[src/fpmul_pkg.sv]
`default_nettype none

/* fpmul shared definitions: IEEE-754 single-precision format constants
   and the enums for operand class and special-result opcode */

package fpmul_pkg;

  // ========================================
  // format constants
  // ========================================

  // full word width
  localparam int FP_WIDTH = 32;
  // exponent field width
  localparam int EXP_BITS = 8;
  // stored mantissa width, hidden bit not counted
  localparam int MAN_BITS = 23;
  // single precision bias
  localparam int EXP_BIAS = 127;

  // exponent field of infinity or NaN
  localparam logic [EXP_BITS-1:0] EXP_ALL_ONES = 8'd255;
  // quiet NaN returned for infinity times zero
  localparam logic [FP_WIDTH-1:0] DEFAULT_NAN = 32'hFFC0_0000;

  // ========================================
  // enums
  // ========================================

  // operand class, denormals fold into zero
  typedef enum logic [1:0] {
    CLASS_ZERO   = 2'b00,
    CLASS_NORMAL = 2'b01,
    CLASS_INF    = 2'b10,
    CLASS_NAN    = 2'b11
  } fp_class_t;

  // special-result opcode carried down the pipe
  typedef enum logic [2:0] {
    SPEC_NONE        = 3'd0,
    SPEC_ZERO        = 3'd1,
    SPEC_INF         = 3'd2,
    SPEC_NAN_A       = 3'd3,
    SPEC_NAN_B       = 3'd4,
    SPEC_NAN_DEFAULT = 3'd5
  } special_t;

endpackage

`default_nettype wire

[src/fpmul_unpack.sv]
`timescale 1ns/1ps
`default_nettype none

/* fpmul stage 1: splits both operands into fields, classifies them
   and settles the special-case code before the datapath */

module fpmul_unpack
  import fpmul_pkg::*;
(
  input  wire                    clk,
  input  wire                    reset,
  input  wire                    in_valid,
  input  wire [FP_WIDTH-1:0]     a,
  input  wire [FP_WIDTH-1:0]     b,
  output logic                   s1_valid,
  output logic                   s1_sign,
  output logic [EXP_BITS-1:0]    s1_exp_a,
  output logic [EXP_BITS-1:0]    s1_exp_b,
  output logic [MAN_BITS:0]      s1_man_a,
  output logic [MAN_BITS:0]      s1_man_b,
  output special_t               s1_special,
  output logic [FP_WIDTH-1:0]    s1_nan_a,
  output logic [FP_WIDTH-1:0]    s1_nan_b
);

  // exponent 0 covers denormals too, they are treated as zero
  function automatic fp_class_t classify(input logic [EXP_BITS-1:0] exp,
                                         input logic [MAN_BITS-1:0] man);
    fp_class_t cls;
    if (exp == '0) begin
      cls = CLASS_ZERO;
    end else if (exp != EXP_ALL_ONES) begin
      cls = CLASS_NORMAL;
    end else if (man != '0) begin
      cls = CLASS_NAN;
    end else begin
      cls = CLASS_INF;
    end
    return cls;
  endfunction

  fp_class_t cls_a, cls_b;
  special_t  special;

  assign cls_a = classify(a[FP_WIDTH-2 -: EXP_BITS], a[MAN_BITS-1:0]);
  assign cls_b = classify(b[FP_WIDTH-2 -: EXP_BITS], b[MAN_BITS-1:0]);

  // special priority, A-side NaN wins over B-side NaN
  always_comb begin
    if (cls_a == CLASS_NAN) begin
      special = SPEC_NAN_A;
    end else if (cls_b == CLASS_NAN) begin
      special = SPEC_NAN_B;
    end else if ((cls_a == CLASS_INF && cls_b == CLASS_ZERO) ||
                 (cls_a == CLASS_ZERO && cls_b == CLASS_INF)) begin
      special = SPEC_NAN_DEFAULT;
    end else if (cls_a == CLASS_INF || cls_b == CLASS_INF) begin
      special = SPEC_INF;
    end else if (cls_a == CLASS_ZERO || cls_b == CLASS_ZERO) begin
      special = SPEC_ZERO;
    end else begin
      special = SPEC_NONE;
    end
  end

  // valid is the only control state here
  always_ff @(posedge clk) begin
    if (reset) begin
      s1_valid <= 1'b0;
    end else begin
      s1_valid <= in_valid;
    end
  end

  // payload, hidden bit prepended unless the operand is zero
  always_ff @(posedge clk) begin
    s1_sign    <= a[FP_WIDTH-1] ^ b[FP_WIDTH-1];
    s1_exp_a   <= a[FP_WIDTH-2 -: EXP_BITS];
    s1_exp_b   <= b[FP_WIDTH-2 -: EXP_BITS];
    s1_man_a   <= (cls_a == CLASS_ZERO) ? '0 : {1'b1, a[MAN_BITS-1:0]};
    s1_man_b   <= (cls_b == CLASS_ZERO) ? '0 : {1'b1, b[MAN_BITS-1:0]};
    s1_special <= special;
    // raw words kept for NaN pass-through in stage 4
    s1_nan_a   <= a;
    s1_nan_b   <= b;
  end

endmodule

`default_nettype wire

[src/fpmul_mant_mult.sv]
`timescale 1ns/1ps
`default_nettype none

/* fpmul stage 2: 24x24 significand product and biased exponent sum */

module fpmul_mant_mult
  import fpmul_pkg::*;
(
  input  wire                        clk,
  input  wire                        reset,
  input  wire                        s1_valid,
  input  wire                        s1_sign,
  input  wire [EXP_BITS-1:0]         s1_exp_a,
  input  wire [EXP_BITS-1:0]         s1_exp_b,
  input  wire [MAN_BITS:0]           s1_man_a,
  input  wire [MAN_BITS:0]           s1_man_b,
  input  wire special_t              s1_special,
  input  wire [FP_WIDTH-1:0]         s1_nan_a,
  input  wire [FP_WIDTH-1:0]         s1_nan_b,
  output logic                       s2_valid,
  output logic                       s2_sign,
  output logic signed [9:0]          s2_exp_sum,
  output logic [2*MAN_BITS+1:0]      s2_prod,
  output special_t                   s2_special,
  output logic [FP_WIDTH-1:0]        s2_nan_word
);

  logic signed [9:0] exp_sum;

  // e_a + e_b - bias, range -127..383 fits 10 bits signed
  assign exp_sum = $signed({2'b00, s1_exp_a}) + $signed({2'b00, s1_exp_b})
                   - 10'(EXP_BIAS);

  always_ff @(posedge clk) begin
    if (reset) begin
      s2_valid <= 1'b0;
    end else begin
      s2_valid <= s1_valid;
    end
  end

  always_ff @(posedge clk) begin
    s2_sign     <= s1_sign;
    s2_exp_sum  <= exp_sum;
    // unsigned product, 1.m x 1.m lands in [1, 4)
    s2_prod     <= s1_man_a * s1_man_b;
    s2_special  <= s1_special;
    // only one NaN word survives, don't care unless a NaN opcode
    s2_nan_word <= (s1_special == SPEC_NAN_B) ? s1_nan_b : s1_nan_a;
  end

endmodule

`default_nettype wire

[src/fpmul_normalize.sv]
`timescale 1ns/1ps
`default_nettype none

/* fpmul stage 3: normalizes on the product MSB, truncates the mantissa
   and folds exponent underflow or overflow into the special code */

module fpmul_normalize
  import fpmul_pkg::*;
(
  input  wire                        clk,
  input  wire                        reset,
  input  wire                        s2_valid,
  input  wire                        s2_sign,
  input  wire signed [9:0]           s2_exp_sum,
  input  wire [2*MAN_BITS+1:0]       s2_prod,
  input  wire special_t              s2_special,
  input  wire [FP_WIDTH-1:0]         s2_nan_word,
  output logic                       s3_valid,
  output logic                       s3_sign,
  output logic [EXP_BITS-1:0]        s3_exp,
  output logic [MAN_BITS-1:0]        s3_man,
  output special_t                   s3_special,
  output logic [FP_WIDTH-1:0]        s3_nan_word
);

  // ========================================
  // normalize
  // ========================================

  logic                    prod_msb;
  logic signed [9:0]       exp_adj;
  logic [MAN_BITS-1:0]     man_norm;
  special_t                special;

  // product in [2, 4) means one right shift
  assign prod_msb = s2_prod[2*MAN_BITS+1];

  // msb set: bit 47 becomes hidden, keep 46:24
  // msb clear: bit 46 is hidden, keep 45:23
  // low bits fall away, this is round toward zero
  assign man_norm = prod_msb ? s2_prod[2*MAN_BITS -: MAN_BITS]
                             : s2_prod[2*MAN_BITS-1 -: MAN_BITS];

  assign exp_adj = s2_exp_sum + $signed({9'd0, prod_msb});

  // ========================================
  // range check
  // ========================================

  // only a normal result can be rewritten here
  always_comb begin
    special = s2_special;
    if (s2_special == SPEC_NONE) begin
      if (exp_adj <= 10'sd0) begin
        // flush to signed zero, no denormal outputs
        special = SPEC_ZERO;
      end else if (exp_adj >= $signed({2'b00, EXP_ALL_ONES})) begin
        special = SPEC_INF;
      end
    end
  end

  always_ff @(posedge clk) begin
    if (reset) begin
      s3_valid <= 1'b0;
    end else begin
      s3_valid <= s2_valid;
    end
  end

  always_ff @(posedge clk) begin
    s3_sign     <= s2_sign;
    // low 8 bits are valid whenever special stays SPEC_NONE
    s3_exp      <= exp_adj[EXP_BITS-1:0];
    s3_man      <= man_norm;
    s3_special  <= special;
    s3_nan_word <= s2_nan_word;
  end

endmodule

`default_nettype wire

[src/fpmul_pack.sv]
`timescale 1ns/1ps
`default_nettype none

/* fpmul stage 4: builds the output word from the normal fields
   or from the special-result opcode */

module fpmul_pack
  import fpmul_pkg::*;
(
  input  wire                        clk,
  input  wire                        reset,
  input  wire                        s3_valid,
  input  wire                        s3_sign,
  input  wire [EXP_BITS-1:0]         s3_exp,
  input  wire [MAN_BITS-1:0]         s3_man,
  input  wire special_t              s3_special,
  input  wire [FP_WIDTH-1:0]         s3_nan_word,
  output logic                       out_valid,
  output logic [FP_WIDTH-1:0]        product
);

  logic [FP_WIDTH-1:0] result;

  // opcode decode
  always_comb begin
    case (s3_special)
      SPEC_NONE: begin
        result = {s3_sign, s3_exp, s3_man};
      end
      SPEC_ZERO: begin
        // signed zero
        result = {s3_sign, {(FP_WIDTH-1){1'b0}}};
      end
      SPEC_INF: begin
        result = {s3_sign, EXP_ALL_ONES, {MAN_BITS{1'b0}}};
      end
      SPEC_NAN_A, SPEC_NAN_B: begin
        // NaN operand goes out bit for bit, payload and sign intact
        result = s3_nan_word;
      end
      SPEC_NAN_DEFAULT: begin
        result = DEFAULT_NAN;
      end
      default: begin
        // unused codes, treat as invalid operation
        result = DEFAULT_NAN;
      end
    endcase
  end

  always_ff @(posedge clk) begin
    if (reset) begin
      out_valid <= 1'b0;
    end else begin
      out_valid <= s3_valid;
    end
  end

  always_ff @(posedge clk) begin
    product <= result;
  end

endmodule

`default_nettype wire

[src/fpmul_top.sv]
`timescale 1ns/1ps
`default_nettype none

/* fpmul top: four-stage pipelined single-precision multiplier,
   one operand pair per cycle, fixed latency of 4 */

module fpmul_top
  import fpmul_pkg::*;
(
  input  wire                    clk,
  input  wire                    reset,
  input  wire                    in_valid,
  input  wire [FP_WIDTH-1:0]     a,
  input  wire [FP_WIDTH-1:0]     b,
  output logic                   out_valid,
  output logic [FP_WIDTH-1:0]    product
);

  // ========================================
  // stage to stage wiring
  // ========================================

  // stage 1 outputs
  logic                   s1_valid, s1_sign;
  logic [EXP_BITS-1:0]    s1_exp_a, s1_exp_b;
  logic [MAN_BITS:0]      s1_man_a, s1_man_b;
  special_t               s1_special;
  logic [FP_WIDTH-1:0]    s1_nan_a, s1_nan_b;

  // stage 2 outputs
  logic                   s2_valid, s2_sign;
  logic signed [9:0]      s2_exp_sum;
  logic [2*MAN_BITS+1:0]  s2_prod;
  special_t               s2_special;
  logic [FP_WIDTH-1:0]    s2_nan_word;

  // stage 3 outputs
  logic                   s3_valid, s3_sign;
  logic [EXP_BITS-1:0]    s3_exp;
  logic [MAN_BITS-1:0]    s3_man;
  special_t               s3_special;
  logic [FP_WIDTH-1:0]    s3_nan_word;

  fpmul_unpack u_unpack (
    .clk, .reset, .in_valid, .a, .b,
    .s1_valid, .s1_sign, .s1_exp_a, .s1_exp_b,
    .s1_man_a, .s1_man_b, .s1_special, .s1_nan_a, .s1_nan_b
  );

  fpmul_mant_mult u_mant_mult (
    .clk, .reset,
    .s1_valid, .s1_sign, .s1_exp_a, .s1_exp_b,
    .s1_man_a, .s1_man_b, .s1_special, .s1_nan_a, .s1_nan_b,
    .s2_valid, .s2_sign, .s2_exp_sum, .s2_prod, .s2_special, .s2_nan_word
  );

  fpmul_normalize u_normalize (
    .clk, .reset,
    .s2_valid, .s2_sign, .s2_exp_sum, .s2_prod, .s2_special, .s2_nan_word,
    .s3_valid, .s3_sign, .s3_exp, .s3_man, .s3_special, .s3_nan_word
  );

  // last stage drives the top-level outputs
  fpmul_pack u_pack (
    .clk, .reset,
    .s3_valid, .s3_sign, .s3_exp, .s3_man, .s3_special, .s3_nan_word,
    .out_valid, .product
  );

endmodule

`default_nettype wire

[config.mk]
export PLATFORM = sky130hd
export DESIGN_NAME = fpmul_top
export DESIGN_NICKNAME = d
export VERILOG_FILES = /design/src/fpmul_pkg.sv /design/src/fpmul_unpack.sv /design/src/fpmul_mant_mult.sv /design/src/fpmul_normalize.sv /design/src/fpmul_pack.sv /design/src/fpmul_top.sv
export SDC_FILE = /design/constraint.sdc
export NUM_CORES = 2
export LEC_CHECK = 0
export BUFFER_PORTS_ARGS = -buffer_cell sky130_fd_sc_hd__buf_2
export CORE_ASPECT_RATIO = 1.4
export CORE_UTILIZATION = 58
export DETAILED_ROUTE_END_ITERATION = 8
export PLACE_DENSITY_LB_ADDON = 0.2
export SLEW_MARGIN = 20
export SYNTH_ARGS = -nofsm -noshare
export SYNTH_HDL_FRONTEND = slang
export SYNTH_SLANG_ARGS = --single-unit
[constraint.sdc]
create_clock -name clk -period 6.7 [get_ports clk]
set_clock_uncertainty 0.1 [all_clocks]
set_input_delay 0 -clock clk [delete_from_list [all_inputs] [get_ports clk]]
set_output_delay 0 -clock clk [all_outputs]
set_load 0.01 [all_outputs]
==> run metrics <==
status=completed; Fin. Hold Viols=0; worst hold start=a[31]; initial antenna violation count=2; register area share after synthesis=21.8%; Slew headroom=31.2%; #FFs+latches synth=290; initial core utilization=59.0%; share of layout cells above drive strength 1=between 15 and 20%; RSZ-0062 raised after global routing=yes; area delta synth->final=16.3%; Pre-antenna DRT Iters=5; Core Area=0.0451 mm^2; Post-Synthesis Net Count=3,449; Arrival @ worst endpoint=6.88 ns; Clock transition at path regs=0.08 ns; fmax=153 MHz; Inst Count DP=3,444; routability cong.=around 0.96; CP required=7.06 ns; r2r setup slk=0.18 ns; DP HPWL=58.4 mm; final period utilization=between 90% and 100%; num rows=92; final core utilization=68.7%; clk sinks=290; Vias=19,500; Yosys cell types=between 60 and 70; crit path max fanout=4; first-pass GRT wire length=roughly 120 mm; total track usage=about a third; number of global-route vias before repair=between 20,000 and 25,000; I/O Buffers=slightly below 100; DIE HEIGHT=256 um; HP Class=input port to flip-flop; Clock Root Buffer=clkbuf_16; r2r worst-path depth=25; post-DR wirelength/cell=20.7 um; die area=~0.047 mm^2; IO Pins=100; nets@finish=3,678; Routed WL=74.1 mm; max_cap viols=0; FFs w/ async S/R, synth=0%; post-layout min period=between 6 and 7 ns; Synth Area per Inst=9.80 um^2; ANT nets after route=0; Synth Flop Type=dfxtp_1; clock network latency to the later pin of the worst-skew pair=0.56 ns; final max-slew violation count=0; RR Startpoint=u_unpack.s1_man_a[12]; total grt overflow=0; Final Non-Filler Cells=~3,600; largest net degree at the start of global routing=27; Slew @ Worst Pin=1.03 ns; Yosys Warn Count=0; Worst setup SP type=flip-flop; Post-Synthesis Cells=approximately 2,700; number of synthesized flops with an enable pin=0; final setup violation count=0; Critical Path End Type=flip-flop; total CTS buffers=24; Max H-tree Level=1; detailed router's first-iteration violation count=roughly 1,100; clk buf depth=3; Die Width=183 um; synthesized cell area=0.0266 mm^2; crit path from=u_unpack.s1_man_a[12]; drt via density=5.44; Crit Path Class=flip-flop to flip-flop; drt drc=0; Hold Crit Depth=2; clock tree from TritonCTS=yes
==> final cells by class <==
cell class                 instances  area (um^2)
antenna                            4         10.0
clock buffer                      29          649
clock inverter                    15          259
fill                            3460        14100
inverter                         556         2090
multi-input combinational       1752        18600
sequential                       290         5870
tap                              611          764
timing repair buffer             324         2750
==> per-stage QoR <==
stage / cell area (um^2) / setup WS, ns / setup TNS (ns) / hold slack [ns]
after floorplan: 26600 / 0.161 / 0 / -0.0723
after global placement: 28700 / -0.291 / -3.37 / 0.0317
after detailed placement: 28700 / -0.355 / -4.28 / 0.0309
after CTS: 30400 / 0.00204 / 0 / 0.000242
after global routing: 31000 / -0.00928 / -0.0148 / 0.0220
final: 31000 / 0.181 / 0 / 0.0148
==> timing repair <==
item,CTS,global route
gates cloned,0,2
setup endpoints to repair,20,20
setup buffers,1,20
gates resized for setup,19,104
pin swaps,4,55
hold buffers,66,0
endpoints found under the hold margin,118,0
==> placed cells by master (no fill, tap or decap), drive strengths merged, types with 3 or more instances in the layout <==
cell type and n:
o21ai 23, inv 558, bufinv 5, and2 326, o31ai 4, clkinv 6, a211o 3, mux2 56
or3 3, nor4 19, nor3b 5, dlygate4sd3 66, nor3 16, o21bai 7, nand2b 4, and3 6
o41ai 3, a21o 26, nor2 44, a211oi 8, fa 482, dfxtp 290, nor2b 6, a21oi 44
ha 181, a31oi 5, xor2 21, clkbuf 32, diode 4, buf 255, a22o 22, nand4 14
o22a 10, nand2 345, o21a 5, nand3 17, xnor2 23
==> kinds of logic (layout without fill, tap and decap cells) <==
group           count (synthesis)  in the layout  share of synthesized area, %
compound gates                178            178                          4.70
xor+xnor                       44             44                          1.45
fa+ha+maj                     663            663                          44.7
buf+inv                       677            924                          9.54
flops                         290            290                          21.8
mux                            57             57                          2.42
other cells                     0              4                             0
simple gates                  810            810                          15.4
==> per-layer routing <==
layer	GRT usage [%]	vias to the layer above	routed length [um]
met5	0	-	0
met4	23.1	0	6340
met3	3.70	285	3550
met2	60.3	732	39000
met1	34.6	9827	25200
li1	-	8648	-
==> critical path: stages (launching register included) <==
cell	delay, ns
dfxtp_4	0.46
buf_12	0.14
nand2_2	0.04
fa_1	0.49
inv_2	0.04
fa_1	0.51
inv_2	0.04
fa_1	0.53
inv_1	0.05
fa_1	0.49
inv_2	0.04
fa_1	0.49
inv_2	0.04
fa_1	0.55
inv_2	0.04
fa_1	0.51
inv_2	0.05
ha_4	0.30
nand4_4	0.12
nor3_4	0.14
nand4_1	0.11
o211a_1	0.29
a211oi_2	0.31
nor2_2	0.08
mux2_4	0.31
a211oi_2	0.16
==> path summary, 6_finish.rpt <==
check                                                   end
worst max-delay path                u_mant_mult.s2_prod[36]
worst min-delay path                  u_unpack.s1_nan_a[31]
worst max register to register      u_mant_mult.s2_prod[36]
worst min register to register  u_normalize.s3_nan_word[28]
==> state kept, by name, indices dropped and copies added (netlist names), 10 cells and up <==
| name | flops |
|---|---|
| u_normalize.s3_nan_word | 32 |
| u_unpack.s1_nan_b | 25 |
| u_pack.product | 32 |
| u_unpack.s1_nan_a | 25 |
| u_unpack.s1_man_b | 24 |
| u_mant_mult.s2_exp_sum | 10 |
| u_mant_mult.s2_nan_word | 32 |
| u_normalize.s3_man | 23 |
| u_mant_mult.s2_prod | 25 |
| u_unpack.s1_man_a | 24 |
==> cell usage after synthesis, types with 23 or more instances <==
master	instances	share of area [%]
clkbuf_1	118	1.7
mux2_2	55	2.3
ha_1	181	8.5
and2_1	326	7.7
xnor2_1	23	0.76
a21oi_1	44	0.83
fa_1	482	36
nand2_1	344	4.8
a21o_1	26	0.73
dfxtp_1	290	22
inv_1	555	7.8
nor2_1	43	0.61
Power is not shown: default switching activity piles up to over one toggle a cycle in this logic, so the estimate is an artifact.
